$ cat src/hdl/enc_ctrl_config.svh
//------------------------------------------------
// width and size macros of the encoder pipeline
// controller, included by the packages
//------------------------------------------------

`ifndef ENC_CTRL_CONFIG_SVH
`define ENC_CTRL_CONFIG_SVH

// lcu column and row index widths
`define PIC_X_WIDTH 8
`define PIC_Y_WIDTH 8

// quantization parameter
`define QP_WIDTH 6

// pre_l, pre_i, intra, db, ec
`define NUM_STAGES 5

`endif

$ cat src/hdl/enc_pos_pkg.sv
//------------------------------------------------
// lcu position and qp types shared by the scan
// counter and the per-stage position registers
//------------------------------------------------

`include "enc_ctrl_config.svh"

package enc_pos_pkg;

  // lcu column and row
  typedef logic [`PIC_X_WIDTH-1:0] lcu_x_t;
  typedef logic [`PIC_Y_WIDTH-1:0] lcu_y_t;

  // quantization parameter
  typedef logic [`QP_WIDTH-1:0] qp_t;

endpackage

$ cat src/hdl/enc_sched_pkg.sv
//------------------------------------------------
// scheduler state encoding, stage mask type and
// the bit position of each stage inside the mask
//------------------------------------------------

`include "enc_ctrl_config.svh"

package enc_sched_pkg;

  typedef enum logic [3:0] {
    S_IDLE, S_FILL0, S_FILL1, S_FILL2, S_FILL3,
    S_STEADY,
    S_DRAIN0, S_DRAIN1, S_DRAIN2, S_DRAIN3
  } sched_state_e;

  // one bit per stage
  typedef logic [`NUM_STAGES-1:0] stage_mask_t;

  localparam int STG_PRE_L = 0;
  localparam int STG_PRE_I = 1;
  localparam int STG_INTRA = 2;
  localparam int STG_DB    = 3;
  localparam int STG_EC    = 4;

endpackage

$ cat src/hdl/enc_pipe_ctrl.sv
//------------------------------------------------
// pipeline controller of the intra encoder core;
// start a frame with start_i in idle, done_o goes
// high again once the last lcu has left ec
//------------------------------------------------

`timescale 1ns/1ns

module enc_pipe_ctrl
  import enc_pos_pkg::*;
  import enc_sched_pkg::*;
(
  input  logic        clk,
  input  logic        rst_n,
  input  logic        start_i,
  input  lcu_x_t      x_total_i,
  input  lcu_y_t      y_total_i,
  input  qp_t         qp_i,
  output logic        done_o,
  output stage_mask_t stage_start_o,
  input  logic        pre_l_done_i,
  input  logic        pre_i_done_i,
  input  logic        intra_done_i,
  input  logic        db_done_i,
  input  logic        ec_done_i,
  output lcu_x_t      pre_l_x_o,
  output lcu_y_t      pre_l_y_o,
  output qp_t         pre_l_qp_o,
  output lcu_x_t      pre_i_x_o,
  output lcu_y_t      pre_i_y_o,
  output qp_t         pre_i_qp_o,
  output lcu_x_t      intra_x_o,
  output lcu_y_t      intra_y_o,
  output qp_t         intra_qp_o,
  output lcu_x_t      db_x_o,
  output lcu_y_t      db_y_o,
  output qp_t         db_qp_o,
  output lcu_x_t      ec_x_o,
  output lcu_y_t      ec_y_o,
  output qp_t         ec_qp_o
);

  logic        launch;
  logic        idle;
  logic        round_done;
  logic        all_issued;
  stage_mask_t active_mask;
  stage_mask_t stage_done;
  lcu_x_t      cur_x;
  lcu_y_t      cur_y;

  // pre_l done is the fetch done
  assign stage_done[STG_PRE_L] = pre_l_done_i;
  assign stage_done[STG_PRE_I] = pre_i_done_i;
  assign stage_done[STG_INTRA] = intra_done_i;
  assign stage_done[STG_DB]    = db_done_i;
  assign stage_done[STG_EC]    = ec_done_i;

  assign done_o = idle;

  pipe_sched_fsm u_pipe_sched_fsm (
    .clk          (clk),
    .rst_n        (rst_n),
    .start_i      (start_i),
    .round_done_i (round_done),
    .all_issued_i (all_issued),
    .launch_o     (launch),
    .active_mask_o(active_mask),
    .idle_o       (idle)
  );

  lcu_scan_counter u_lcu_scan_counter (
    .clk         (clk),
    .rst_n       (rst_n),
    .idle_i      (idle),
    .launch_i    (launch),
    .x_total_i   (x_total_i),
    .y_total_i   (y_total_i),
    .x_o         (cur_x),
    .y_o         (cur_y),
    .all_issued_o(all_issued)
  );

  stage_pos_pipe u_stage_pos_pipe (
    .clk       (clk),
    .rst_n     (rst_n),
    .launch_i  (launch),
    .x_i       (cur_x),
    .y_i       (cur_y),
    .qp_i      (qp_i),
    .pre_l_x_o (pre_l_x_o),
    .pre_l_y_o (pre_l_y_o),
    .pre_l_qp_o(pre_l_qp_o),
    .pre_i_x_o (pre_i_x_o),
    .pre_i_y_o (pre_i_y_o),
    .pre_i_qp_o(pre_i_qp_o),
    .intra_x_o (intra_x_o),
    .intra_y_o (intra_y_o),
    .intra_qp_o(intra_qp_o),
    .db_x_o    (db_x_o),
    .db_y_o    (db_y_o),
    .db_qp_o   (db_qp_o),
    .ec_x_o    (ec_x_o),
    .ec_y_o    (ec_y_o),
    .ec_qp_o   (ec_qp_o)
  );

  stage_done_tracker u_stage_done_tracker (
    .clk          (clk),
    .rst_n        (rst_n),
    .launch_i     (launch),
    .active_mask_i(active_mask),
    .idle_i       (idle),
    .stage_done_i (stage_done),
    .stage_start_o(stage_start_o),
    .round_done_o (round_done)
  );

endmodule

$ cat src/hdl/lcu_scan_counter.sv
//------------------------------------------------
// raster position of the next lcu to issue; moves
// on each launch until the last lcu has gone out
//------------------------------------------------

`timescale 1ns/1ns

module lcu_scan_counter
  import enc_pos_pkg::*;
(
  input  logic   clk,
  input  logic   rst_n,
  input  logic   idle_i,
  input  logic   launch_i,
  input  lcu_x_t x_total_i,
  input  lcu_y_t y_total_i,
  output lcu_x_t x_o,
  output lcu_y_t y_o,
  output logic   all_issued_o
);

  logic issue;
  logic last;

  // drain launches issue nothing; a launch out of idle always does
  assign issue = launch_i && (idle_i || !all_issued_o);
  assign last  = (x_o == x_total_i) && (y_o == y_total_i);

  always_ff @(posedge clk or negedge rst_n) begin
    if (!rst_n) begin
      x_o          <= '0;
      y_o          <= '0;
      all_issued_o <= 1'b0;
    end else if (issue) begin
      all_issued_o <= last;
      if (x_o == x_total_i) begin
        x_o <= '0;
        y_o <= (y_o == y_total_i) ? '0 : lcu_y_t'(y_o + 1'b1);
      end else begin
        x_o <= x_o + 1'b1;
      end
    end else if (idle_i) begin
      x_o          <= '0;
      y_o          <= '0;
      all_issued_o <= 1'b0;
    end
  end

endmodule

$ cat src/hdl/pipe_sched_fsm.sv
//------------------------------------------------
// fill/steady/drain scheduler of the five stage
// pipeline; decides every round launch and gives
// the stages that take part in the current round
//------------------------------------------------

`timescale 1ns/1ns

module pipe_sched_fsm
  import enc_sched_pkg::*;
(
  input  logic        clk,
  input  logic        rst_n,
  input  logic        start_i,
  input  logic        round_done_i,
  input  logic        all_issued_i,
  output logic        launch_o,
  output stage_mask_t active_mask_o,
  output logic        idle_o
);

  sched_state_e state_q;
  sched_state_e state_d;

  assign idle_o = (state_q == S_IDLE);

  // no new round after the last drain round
  assign launch_o = idle_o ? start_i : (round_done_i && (state_q != S_DRAIN3));

  always_comb begin
    state_d = state_q;
    case (state_q)
      S_IDLE:   if (launch_o) state_d = S_FILL0;
      S_FILL0:  if (launch_o) state_d = S_FILL1;
      S_FILL1:  if (launch_o) state_d = S_FILL2;
      S_FILL2:  if (launch_o) state_d = S_FILL3;
      S_FILL3:  if (launch_o) state_d = S_STEADY;
      S_STEADY: if (launch_o && all_issued_i) state_d = S_DRAIN0;
      S_DRAIN0: if (launch_o) state_d = S_DRAIN1;
      S_DRAIN1: if (launch_o) state_d = S_DRAIN2;
      S_DRAIN2: if (launch_o) state_d = S_DRAIN3;
      S_DRAIN3: if (round_done_i) state_d = S_IDLE;
      default:  state_d = S_IDLE;
    endcase
  end

  always_ff @(posedge clk or negedge rst_n) begin
    if (!rst_n) begin
      state_q <= S_IDLE;
    end else begin
      state_q <= state_d;
    end
  end

  // bit 0 is pre_l, bit 4 is ec
  always_comb begin
    case (state_q)
      S_FILL0:  active_mask_o = 5'b00001;
      S_FILL1:  active_mask_o = 5'b00011;
      S_FILL2:  active_mask_o = 5'b00111;
      S_FILL3:  active_mask_o = 5'b01111;
      S_STEADY: active_mask_o = 5'b11111;
      S_DRAIN0: active_mask_o = 5'b11110;
      S_DRAIN1: active_mask_o = 5'b11100;
      S_DRAIN2: active_mask_o = 5'b11000;
      S_DRAIN3: active_mask_o = 5'b10000;
      default:  active_mask_o = '0;
    endcase
  end

endmodule

$ cat src/hdl/stage_done_tracker.sv
//------------------------------------------------
// issues the stage start pulses of a round and
// collects the done reports until the round closes
//------------------------------------------------

`timescale 1ns/1ns

module stage_done_tracker
  import enc_sched_pkg::*;
(
  input  logic        clk,
  input  logic        rst_n,
  input  logic        launch_i,
  input  stage_mask_t active_mask_i,
  input  logic        idle_i,
  input  stage_mask_t stage_done_i,
  output stage_mask_t stage_start_o,
  output logic        round_done_o
);

  logic        launch_q;
  stage_mask_t done_flags;

  //------------------------------------------------
  // start pulses
  //------------------------------------------------

  // state has stepped by now, so the mask is the new round's
  assign stage_start_o = launch_q ? active_mask_i : '0;

  always_ff @(posedge clk or negedge rst_n) begin
    if (!rst_n) begin
      launch_q <= 1'b0;
    end else begin
      launch_q <= launch_i;
    end
  end

  //------------------------------------------------
  // done collection
  //------------------------------------------------

  always_ff @(posedge clk or negedge rst_n) begin
    if (!rst_n) begin
      done_flags <= '0;
    end else if (idle_i || round_done_o) begin
      done_flags <= '0;
    end else begin
      done_flags <= done_flags | (stage_done_i & active_mask_i);
    end
  end

  // single cycle, flags still full while it is high
  always_ff @(posedge clk or negedge rst_n) begin
    if (!rst_n) begin
      round_done_o <= 1'b0;
    end else begin
      round_done_o <= !idle_i && !round_done_o && (done_flags == active_mask_i);
    end
  end

endmodule

$ cat src/hdl/stage_pos_pipe.sv
//------------------------------------------------
// per-stage lcu position and qp; each launch moves
// every slot one stage down the pipeline
//------------------------------------------------

`timescale 1ns/1ns

`include "enc_ctrl_config.svh"

module stage_pos_pipe
  import enc_pos_pkg::*;
  import enc_sched_pkg::*;
(
  input  logic   clk,
  input  logic   rst_n,
  input  logic   launch_i,
  input  lcu_x_t x_i,
  input  lcu_y_t y_i,
  input  qp_t    qp_i,
  output lcu_x_t pre_l_x_o,
  output lcu_y_t pre_l_y_o,
  output qp_t    pre_l_qp_o,
  output lcu_x_t pre_i_x_o,
  output lcu_y_t pre_i_y_o,
  output qp_t    pre_i_qp_o,
  output lcu_x_t intra_x_o,
  output lcu_y_t intra_y_o,
  output qp_t    intra_qp_o,
  output lcu_x_t db_x_o,
  output lcu_y_t db_y_o,
  output qp_t    db_qp_o,
  output lcu_x_t ec_x_o,
  output lcu_y_t ec_y_o,
  output qp_t    ec_qp_o
);

  lcu_x_t slot_x  [`NUM_STAGES];
  lcu_y_t slot_y  [`NUM_STAGES];
  qp_t    slot_qp [`NUM_STAGES];

  always_ff @(posedge clk or negedge rst_n) begin
    if (!rst_n) begin
      for (int i = 0; i < `NUM_STAGES; i++) begin
        slot_x[i]  <= '0;
        slot_y[i]  <= '0;
        slot_qp[i] <= '0;
      end
    end else if (launch_i) begin
      slot_x[STG_PRE_L]  <= x_i;
      slot_y[STG_PRE_L]  <= y_i;
      slot_qp[STG_PRE_L] <= qp_i;
      // later stages follow one round behind
      for (int i = 1; i < `NUM_STAGES; i++) begin
        slot_x[i]  <= slot_x[i-1];
        slot_y[i]  <= slot_y[i-1];
        slot_qp[i] <= slot_qp[i-1];
      end
    end
  end

  assign pre_l_x_o  = slot_x[STG_PRE_L];
  assign pre_l_y_o  = slot_y[STG_PRE_L];
  assign pre_l_qp_o = slot_qp[STG_PRE_L];
  assign pre_i_x_o  = slot_x[STG_PRE_I];
  assign pre_i_y_o  = slot_y[STG_PRE_I];
  assign pre_i_qp_o = slot_qp[STG_PRE_I];
  assign intra_x_o  = slot_x[STG_INTRA];
  assign intra_y_o  = slot_y[STG_INTRA];
  assign intra_qp_o = slot_qp[STG_INTRA];
  assign db_x_o     = slot_x[STG_DB];
  assign db_y_o     = slot_y[STG_DB];
  assign db_qp_o    = slot_qp[STG_DB];
  assign ec_x_o     = slot_x[STG_EC];
  assign ec_y_o     = slot_y[STG_EC];
  assign ec_qp_o    = slot_qp[STG_EC];

endmodule

$ cat config.mk
export PLATFORM = sky130hd
export DESIGN_NAME = enc_pipe_ctrl
export DESIGN_NICKNAME = d
export VERILOG_FILES = /design/src/hdl/enc_pos_pkg.sv /design/src/hdl/enc_sched_pkg.sv /design/src/hdl/enc_pipe_ctrl.sv /design/src/hdl/lcu_scan_counter.sv /design/src/hdl/pipe_sched_fsm.sv /design/src/hdl/stage_done_tracker.sv /design/src/hdl/stage_pos_pipe.sv
export VERILOG_INCLUDE_DIRS = /design/src /design/src/hdl
export SDC_FILE = /design/constraint.sdc
export NUM_CORES = 1
export LEC_CHECK = 0
export BUFFER_PORTS_ARGS = -buffer_cell sky130_fd_sc_hd__clkbuf_2
export CAP_MARGIN = 30
export CORE_ASPECT_RATIO = 1.25
export CORE_UTILIZATION = 50
export DETAILED_ROUTE_END_ITERATION = 12
export PLACE_DENSITY = 0.76
export SYNTH_ARGS = -nofsm -noshare
export SYNTH_HDL_FRONTEND = slang
export SYNTH_SLANG_ARGS = --single-unit
export TNS_END_PERCENT = 30
$ cat constraint.sdc
create_clock -name clk -period 2.4 [get_ports clk]
set_input_delay 0.72 -clock clk [delete_from_list [all_inputs] [get_ports clk]]
set_output_delay 0.72 -clock clk [all_outputs]
set_load 0.01 [all_outputs]
* After elaboration in Yosys (flattened, before gate mapping)
Memory sizes are Yosys's and may differ from the RTL's. Index checks and enable logic that the tools add are counted.
Storage, ports and cells: flip-flop bits (word level) 138, ROM bits 80, input port bits 30, output and inout port bits 116, word-level logic and storage cells 88, memories 1
Memories:
- (no name shown) | words 16, width 5, read ports 1, clocked after Yosys merged registers in 0, wr ports 0, RTL line pipe_sched_fsm.sv:57 | case (state_q)
Operators by class: $add $sub $neg 2, eq/ne operators 24, multiplexer cells 22, bitwise gates (word level) 2, reduce and logical (&&, ||, !) cells 15
Operators with widths (number):
- 2-to-1 mux 8 bit | 6
- 2-to-1 mux 4 bit | 10
- one-hot mux 4 bit (10 select lines) | 1
- != test 2 x 1 -> 1 bit (second input constant) | 9
- adder 8 x 1 -> 8 bit (second input constant) | 2
- equality test 4 x 3 -> 1 bit (second input constant) | 4
- equality test 8 bit | 2
- 2-to-1 mux 5 bit | 2
- AND reduction 10 bit | 1
- equality test 4 x 2 -> 1 bit (second input constant) | 2
- equality test 4 bit (second input constant) | 2
- logical AND 1 bit | 6
- bitwise AND 5 bit | 1
- equality test 5 bit | 1
- OR 5 bit | 1
- equality test 4 x 1 -> 1 bit (second input constant) | 1
- zero test 4 bit | 1
- != test 2 bit (second input constant) | 2
- != test 4 bit (second input constant) | 1
- zero test 1 bit | 3
- 2-to-1 mux 1 bit | 3
- logical OR 1 bit | 2
- AND reduction 2 bit | 1
- nonzero test 2 bit | 1

* Depth between registers and ports, before layout
word-level depth 6, mapped depth 9, depth with buffers taken out 7

* Hierarchy
Synthesis repeated with hierarchy kept, for this count alone.
Second synthesis, totals: cell total of the unflattened synthesis 420, area total of the unflattened synthesis 6381.1 um^2
Modules (own cells, without submodules):
- stage_pos_pipe | instances 1, cells each 232, area each 4583.1 um^2, sequential area each 2752.6 um^2
- lcu_scan_counter | instances 1, cells each 107, area each 1104.8 um^2, sequential area each 425.4 um^2
- pipe_sched_fsm | instances 1, cells each 50, area each 371.6 um^2, sequential area each 100.1 um^2
- stage_done_tracker | instances 1, cells each 31, area each 321.6 um^2, sequential area each 175.2 um^2

* Least setup slack after synthesis
OpenSTA, ideal clock, no wires.
path type input-to-reg, start point input port start_i, end point register u_stage_pos_pipe.slot_y, in the netlist u_stage_pos_pipe.db_y_o[0], arrival 2010 ps, required time 2275 ps, setup slack 265 ps, stages on the path 6, path through or4b_1 > a21oi_2 > nor2_2 > inv_4 > buf_4 > mux2_2
Between the ends: longest elaborated chain between the ends 1
RTL lines:
- from (decl) | RTL line enc_pipe_ctrl.sv:15 | input logic start_i,
- 2-to-1 mux 1 bit | RTL line pipe_sched_fsm.sv:28 | assign launch_o = idle_o ? start_i : (round_done_i && (state_q != S_DRAIN3));
- to (signal, indexed assignment) | RTL line stage_pos_pipe.sv:50 | slot_y[STG_PRE_L] <= y_i;
- to (signal, indexed assignment) | RTL line stage_pos_pipe.sv:55 | slot_y[i] <= slot_y[i-1];
- to (decl) | RTL line stage_pos_pipe.sv:38 | lcu_y_t slot_y [`NUM_STAGES];
Every way passes these cells. A chain may end at the register's enable or synchronous reset.

* Worst setup path after layout
start point register u_pipe_sched_fsm.state_q[0], end point output port done_o
Between the ends: longest elaborated chain between the ends 1
RTL lines:
- from (decl) | RTL line pipe_sched_fsm.sv:22 | sched_state_e state_q;
- from (signal assigned) | RTL line pipe_sched_fsm.sv:51 | state_q <= state_d;
- zero test 4 bit | RTL line pipe_sched_fsm.sv:25 | assign idle_o = (state_q == S_IDLE);
- to (decl) | RTL line enc_pipe_ctrl.sv:19 | output logic done_o,
Every way passes these cells.

==> results.py <==
metrics = {
    "cells_and_area": {
        "seqCellArea_sq_mm": 0.00346,
        "finalNonFillerCells": 784,
        "drive_gt1_share_pct": 48.1,
        "multiInputGateArea_sq_mm": 0.00233,
        "fillers": 867,
        "area_growth_syn_to_layout_pct": 27.6,
        "antenna_cells": 0,
        "layout.nets": 665,
    },
    "pwr": {
        "p_int_mw": 6.31,
        "powerDensity_mw_per_mm2": 1270,
        "seqPwrFrac_pct": 39.8,
        "ir_drop_mv": 0.816,
        "switching_power_mw": 3.29,
        "p_comb_share_pct": 33.3,
        "p_leak_nw": 3.81,
        "swShare_pct": 34.3,
        "clkPwrFrac_pct": 26.9,
    },
    "floorplanning": {
        "die_y_microns": 123,
        "ioPinCount": 146,
        "die_w_microns": 99.2,
        "die_area_sq_mm": 0.0122,
        "core_area_sq_mm": 0.0116,
        "start_util_pct": 51.1,
        "rows": 44,
    },
    "global_route": {
        "grt_max_degree": 59,
        "first_global_vias": 4226,
        "grt_pass1_wl_microns": 20500,
        "antenna_found_initial": 0,
        "grt_overflow": 0,
        "grt_usage_pct": 21.8,
    },
    "route": {
        "avgViaCountPerCell": 5.40,
        "vias": 4232,
        "post_drt_wl_per_cell_microns": 16.1,
        "dr.pass1.iters": 4,
        "drc": 0,
        "routed_wl_microns": 12600,
        "drt_iter0_drc": 122,
        "antenna_left": 0,
    },
    "sta": {
        "skew_ps": 6.36,
        "drv_slew": 0,
        "slew_headroom_pct": 64.2,
        "fmax_mhz": 420,
        "hold_violations": 0,
        "worst_pin_slew_ps": 536,
        "timing.setup.tns_ps": 0,
        "timing.final.crit_share_pct": 99.3,
        "min_period_ps": 2380,
        "rsz0062_at_grt": "true",
        "setup_violations": 0,
    },
    "clock_network": {
        "cts_max_level": 4,
        "cts_root_buf": "clkbuf_16",
        "cts_made_buffers": 17,
        "clock_latency_ps": 410,
        "clk_pin_slew_worst_paths_ps": 60,
        "cts_tree": "yes",
        "holdBufCountCts": 0,
        "clkSinkCount": 138,
        "clockBufferDepth": 2,
    },
    "yosys": {
        "netlist_area_sq_mm": 0.00590,
        "async_reset_ff_share_pct": 100,
        "synth_edf_count": 0,
        "synth_seq_cells": 138,
        "synthFlopType": "dfrtp_1",
        "syn_avg_cell_area_sq_um": 12.5,
        "syn_inst": 473,
        "yosys_warnings": 0,
        "synth_seq_area_share_pct": 58.5,
        "synth_cell_type_count": 46,
        "syn-num-nets": 505,
    },
    "worst_setup_path": {
        "cp-start-kind": "register",
        "slowest_stage": "dfrtp_1",
        "cp_max_fo": 7,
        "end_kind": "output port",
        "cp-startpoint": "u_pipe_sched_fsm.state_q[0]",
        "slowest_delay_ps": 380,
        "required_ps": 1680,
        "critical_path_class": "register to output port",
        "crit_chain": "or2_4, or3_4, inv_4, clkbuf_2",
        "r2r_start": "u_pipe_sched_fsm.state_q[1]",
        "crit_arrival_ps": 1660,
    },
    "placement": {
        "gp_congestion": 0.840,
        "dpl.cell_count": 750,
        "port-buffer-count": 145,
        "dp.final_hpwl_microns": 8830,
    },
    "flow_run": {
        "maxCapViolations": 0,
    },
    "outcome": {
        "status": "finished, final reports clean",
    },
    "hold_path": {
        "min_path_type": "primary input to asynchronous set/reset pin",
    },
}
[per-layer routing]
metal,vias up,routed length [microns],GRT usage (%)
met3,26,528,4.52
met4,0,298,9.93
met5,-,0,0
met2,123,6740,38.5
li1,1973,-,-
met1,2110,5050,25.7
[placed cells by master (no fill, tap or decap), drive strengths merged, types with 2 or more instances in the layout]
| cell | Yosys | final |
|---|---|---|
| clkinvlp | 0 | 3 |
| a211oi | 3 | 3 |
| nor3b | 5 | 5 |
| and2 | 4 | 4 |
| or2 | 2 | 2 |
| and3 | 6 | 6 |
| dfrtp | 138 | 138 |
| o22a | 2 | 2 |
| a21oi | 15 | 15 |
| ha | 2 | 2 |
| nand3 | 8 | 8 |
| nand2 | 60 | 60 |
| buf | 16 | 18 |
| mux2 | 95 | 95 |
| a21o | 5 | 5 |
| o22ai | 6 | 6 |
| inv | 11 | 14 |
| xnor2 | 10 | 10 |
| nor2b | 2 | 2 |
| nor3 | 5 | 5 |
| nor2 | 14 | 14 |
| clkinv | 0 | 5 |
| nand4 | 2 | 2 |
| bufinv | 0 | 2 |
| nor4 | 2 | 2 |
| o31ai | 2 | 2 |
| clkbuf | 5 | 163 |
| o21a | 2 | 2 |
| or3 | 3 | 3 |
| xor2 | 14 | 14 |
| o21ai | 23 | 23 |
| nand2b | 5 | 5 |
[final cells by class]
class | count | share of cell area [%]
Multi-Input combinational cell | 303 | 31.0
Clock buffer | 19 | 6.02
Tap cell | 138 | 2.29
Timing Repair Buffer | 162 | 12.3
Sequential cell | 138 | 45.9
Inverter | 11 | 0.615
Clock inverter | 13 | 1.88
[synth_stat cells (2+ instances only)]
library cell / n / share of area (%)
nor4_1: 2 / 0.21
o21a_1: 2 / 0.25
o22a_1: 2 / 0.30
nor2_1: 13 / 0.83
buf_2: 9 / 0.76
buf_4: 6 / 0.76
nor3b_2: 3 / 0.64
dfrtp_1: 138 / 58
o22ai_1: 6 / 0.64
and2_1: 4 / 0.42
o21ai_0: 16 / 1.4
o31ai_1: 2 / 0.25
a211oi_1: 3 / 0.38
a21o_1: 5 / 0.64
nor3b_1: 2 / 0.25
nor2b_1: 2 / 0.21
nand2b_1: 4 / 0.42
nand4_1: 2 / 0.21
xnor2_1: 10 / 1.5
a21oi_1: 14 / 1.2
nand2_1: 60 / 3.8
clkbuf_1: 5 / 0.32
or3_1: 3 / 0.32
o21ai_1: 7 / 0.59
and3_1: 5 / 0.53
nand3_1: 7 / 0.59
mux2_2: 95 / 18
inv_1: 10 / 0.64
nor3_1: 5 / 0.42
xor2_1: 14 / 2.1
ha_1: 2 / 0.42
[path summary, 6_finish.rpt]
path	end	slack, ps	cells after the start
min in group clk	u_stage_done_tracker.round_done_o	490	1
max	done_o	20	4
max reg2reg	u_lcu_scan_counter.x_o[5]	170	8
max in group asynchronous	u_lcu_scan_counter.all_issued_o	1500	2
min reg2reg	u_stage_done_tracker.round_done_o	490	1
min	u_stage_pos_pipe.ec_x_o[5]	260	1
[what timing repair did]
| item | 4_1_cts | 5_1_grt |
|---|---|---|
| pin swaps | 0 | 0 |
| endpoints found under the setup margin | 3 | 4 |
| gates resized for setup | 9 | 6 |
| buffers inserted | 2 | 0 |
[power groups by stage]
stage	Sequential, mW	Clock [mW]	Combinational (mW)
6_report	3.82	2.58	3.19
2_1_floorplan	3.99	0	1.69
3_5_place_dp	3.85	0	3.09
5_1_grt	3.94	2.71	3.52
3_3_place_gp	3.79	0	2.99
4_1_cts	3.82	2.62	3.20
[critical path, delay by kind of cell (launching register included)]
| kind | cells | cell delay [ps] |
|---|---|---|
| DFF | 1 | 380 |
| buffers and inverters | 2 | 210 |
| and+or+nand+nor | 2 | 650 |
[stage by stage]
stage	instance area [sq um]	util (%)	worst slack (ps)	hold slack, ps	power [mW]
floorplan	5900	-	265	424	5.67
global placement	6870	59.4	25.9	470	6.78
detailed placement	6870	59.4	1.66	481	6.95
CTS	7510	64.9	-1.33	280	9.64
global route	7530	65.1	-37.1	302	10.2
finish	7530	65.1	16.3	263	9.59
[kinds of logic after synthesis]
| logic type | synth area share (%) |
|---|---|
| xor gates and xnor gates | 3.56 |
| DFF | 58.5 |
| adders and majority gates | 0.424 |
| AOI/OAI and AO/OA | 6.59 |
| and+or+nand+nor | 10.0 |
| muxes | 18.1 |
| buffers and inverters | 2.78 |
No activity file was read; power rests on OpenSTA's default activity.
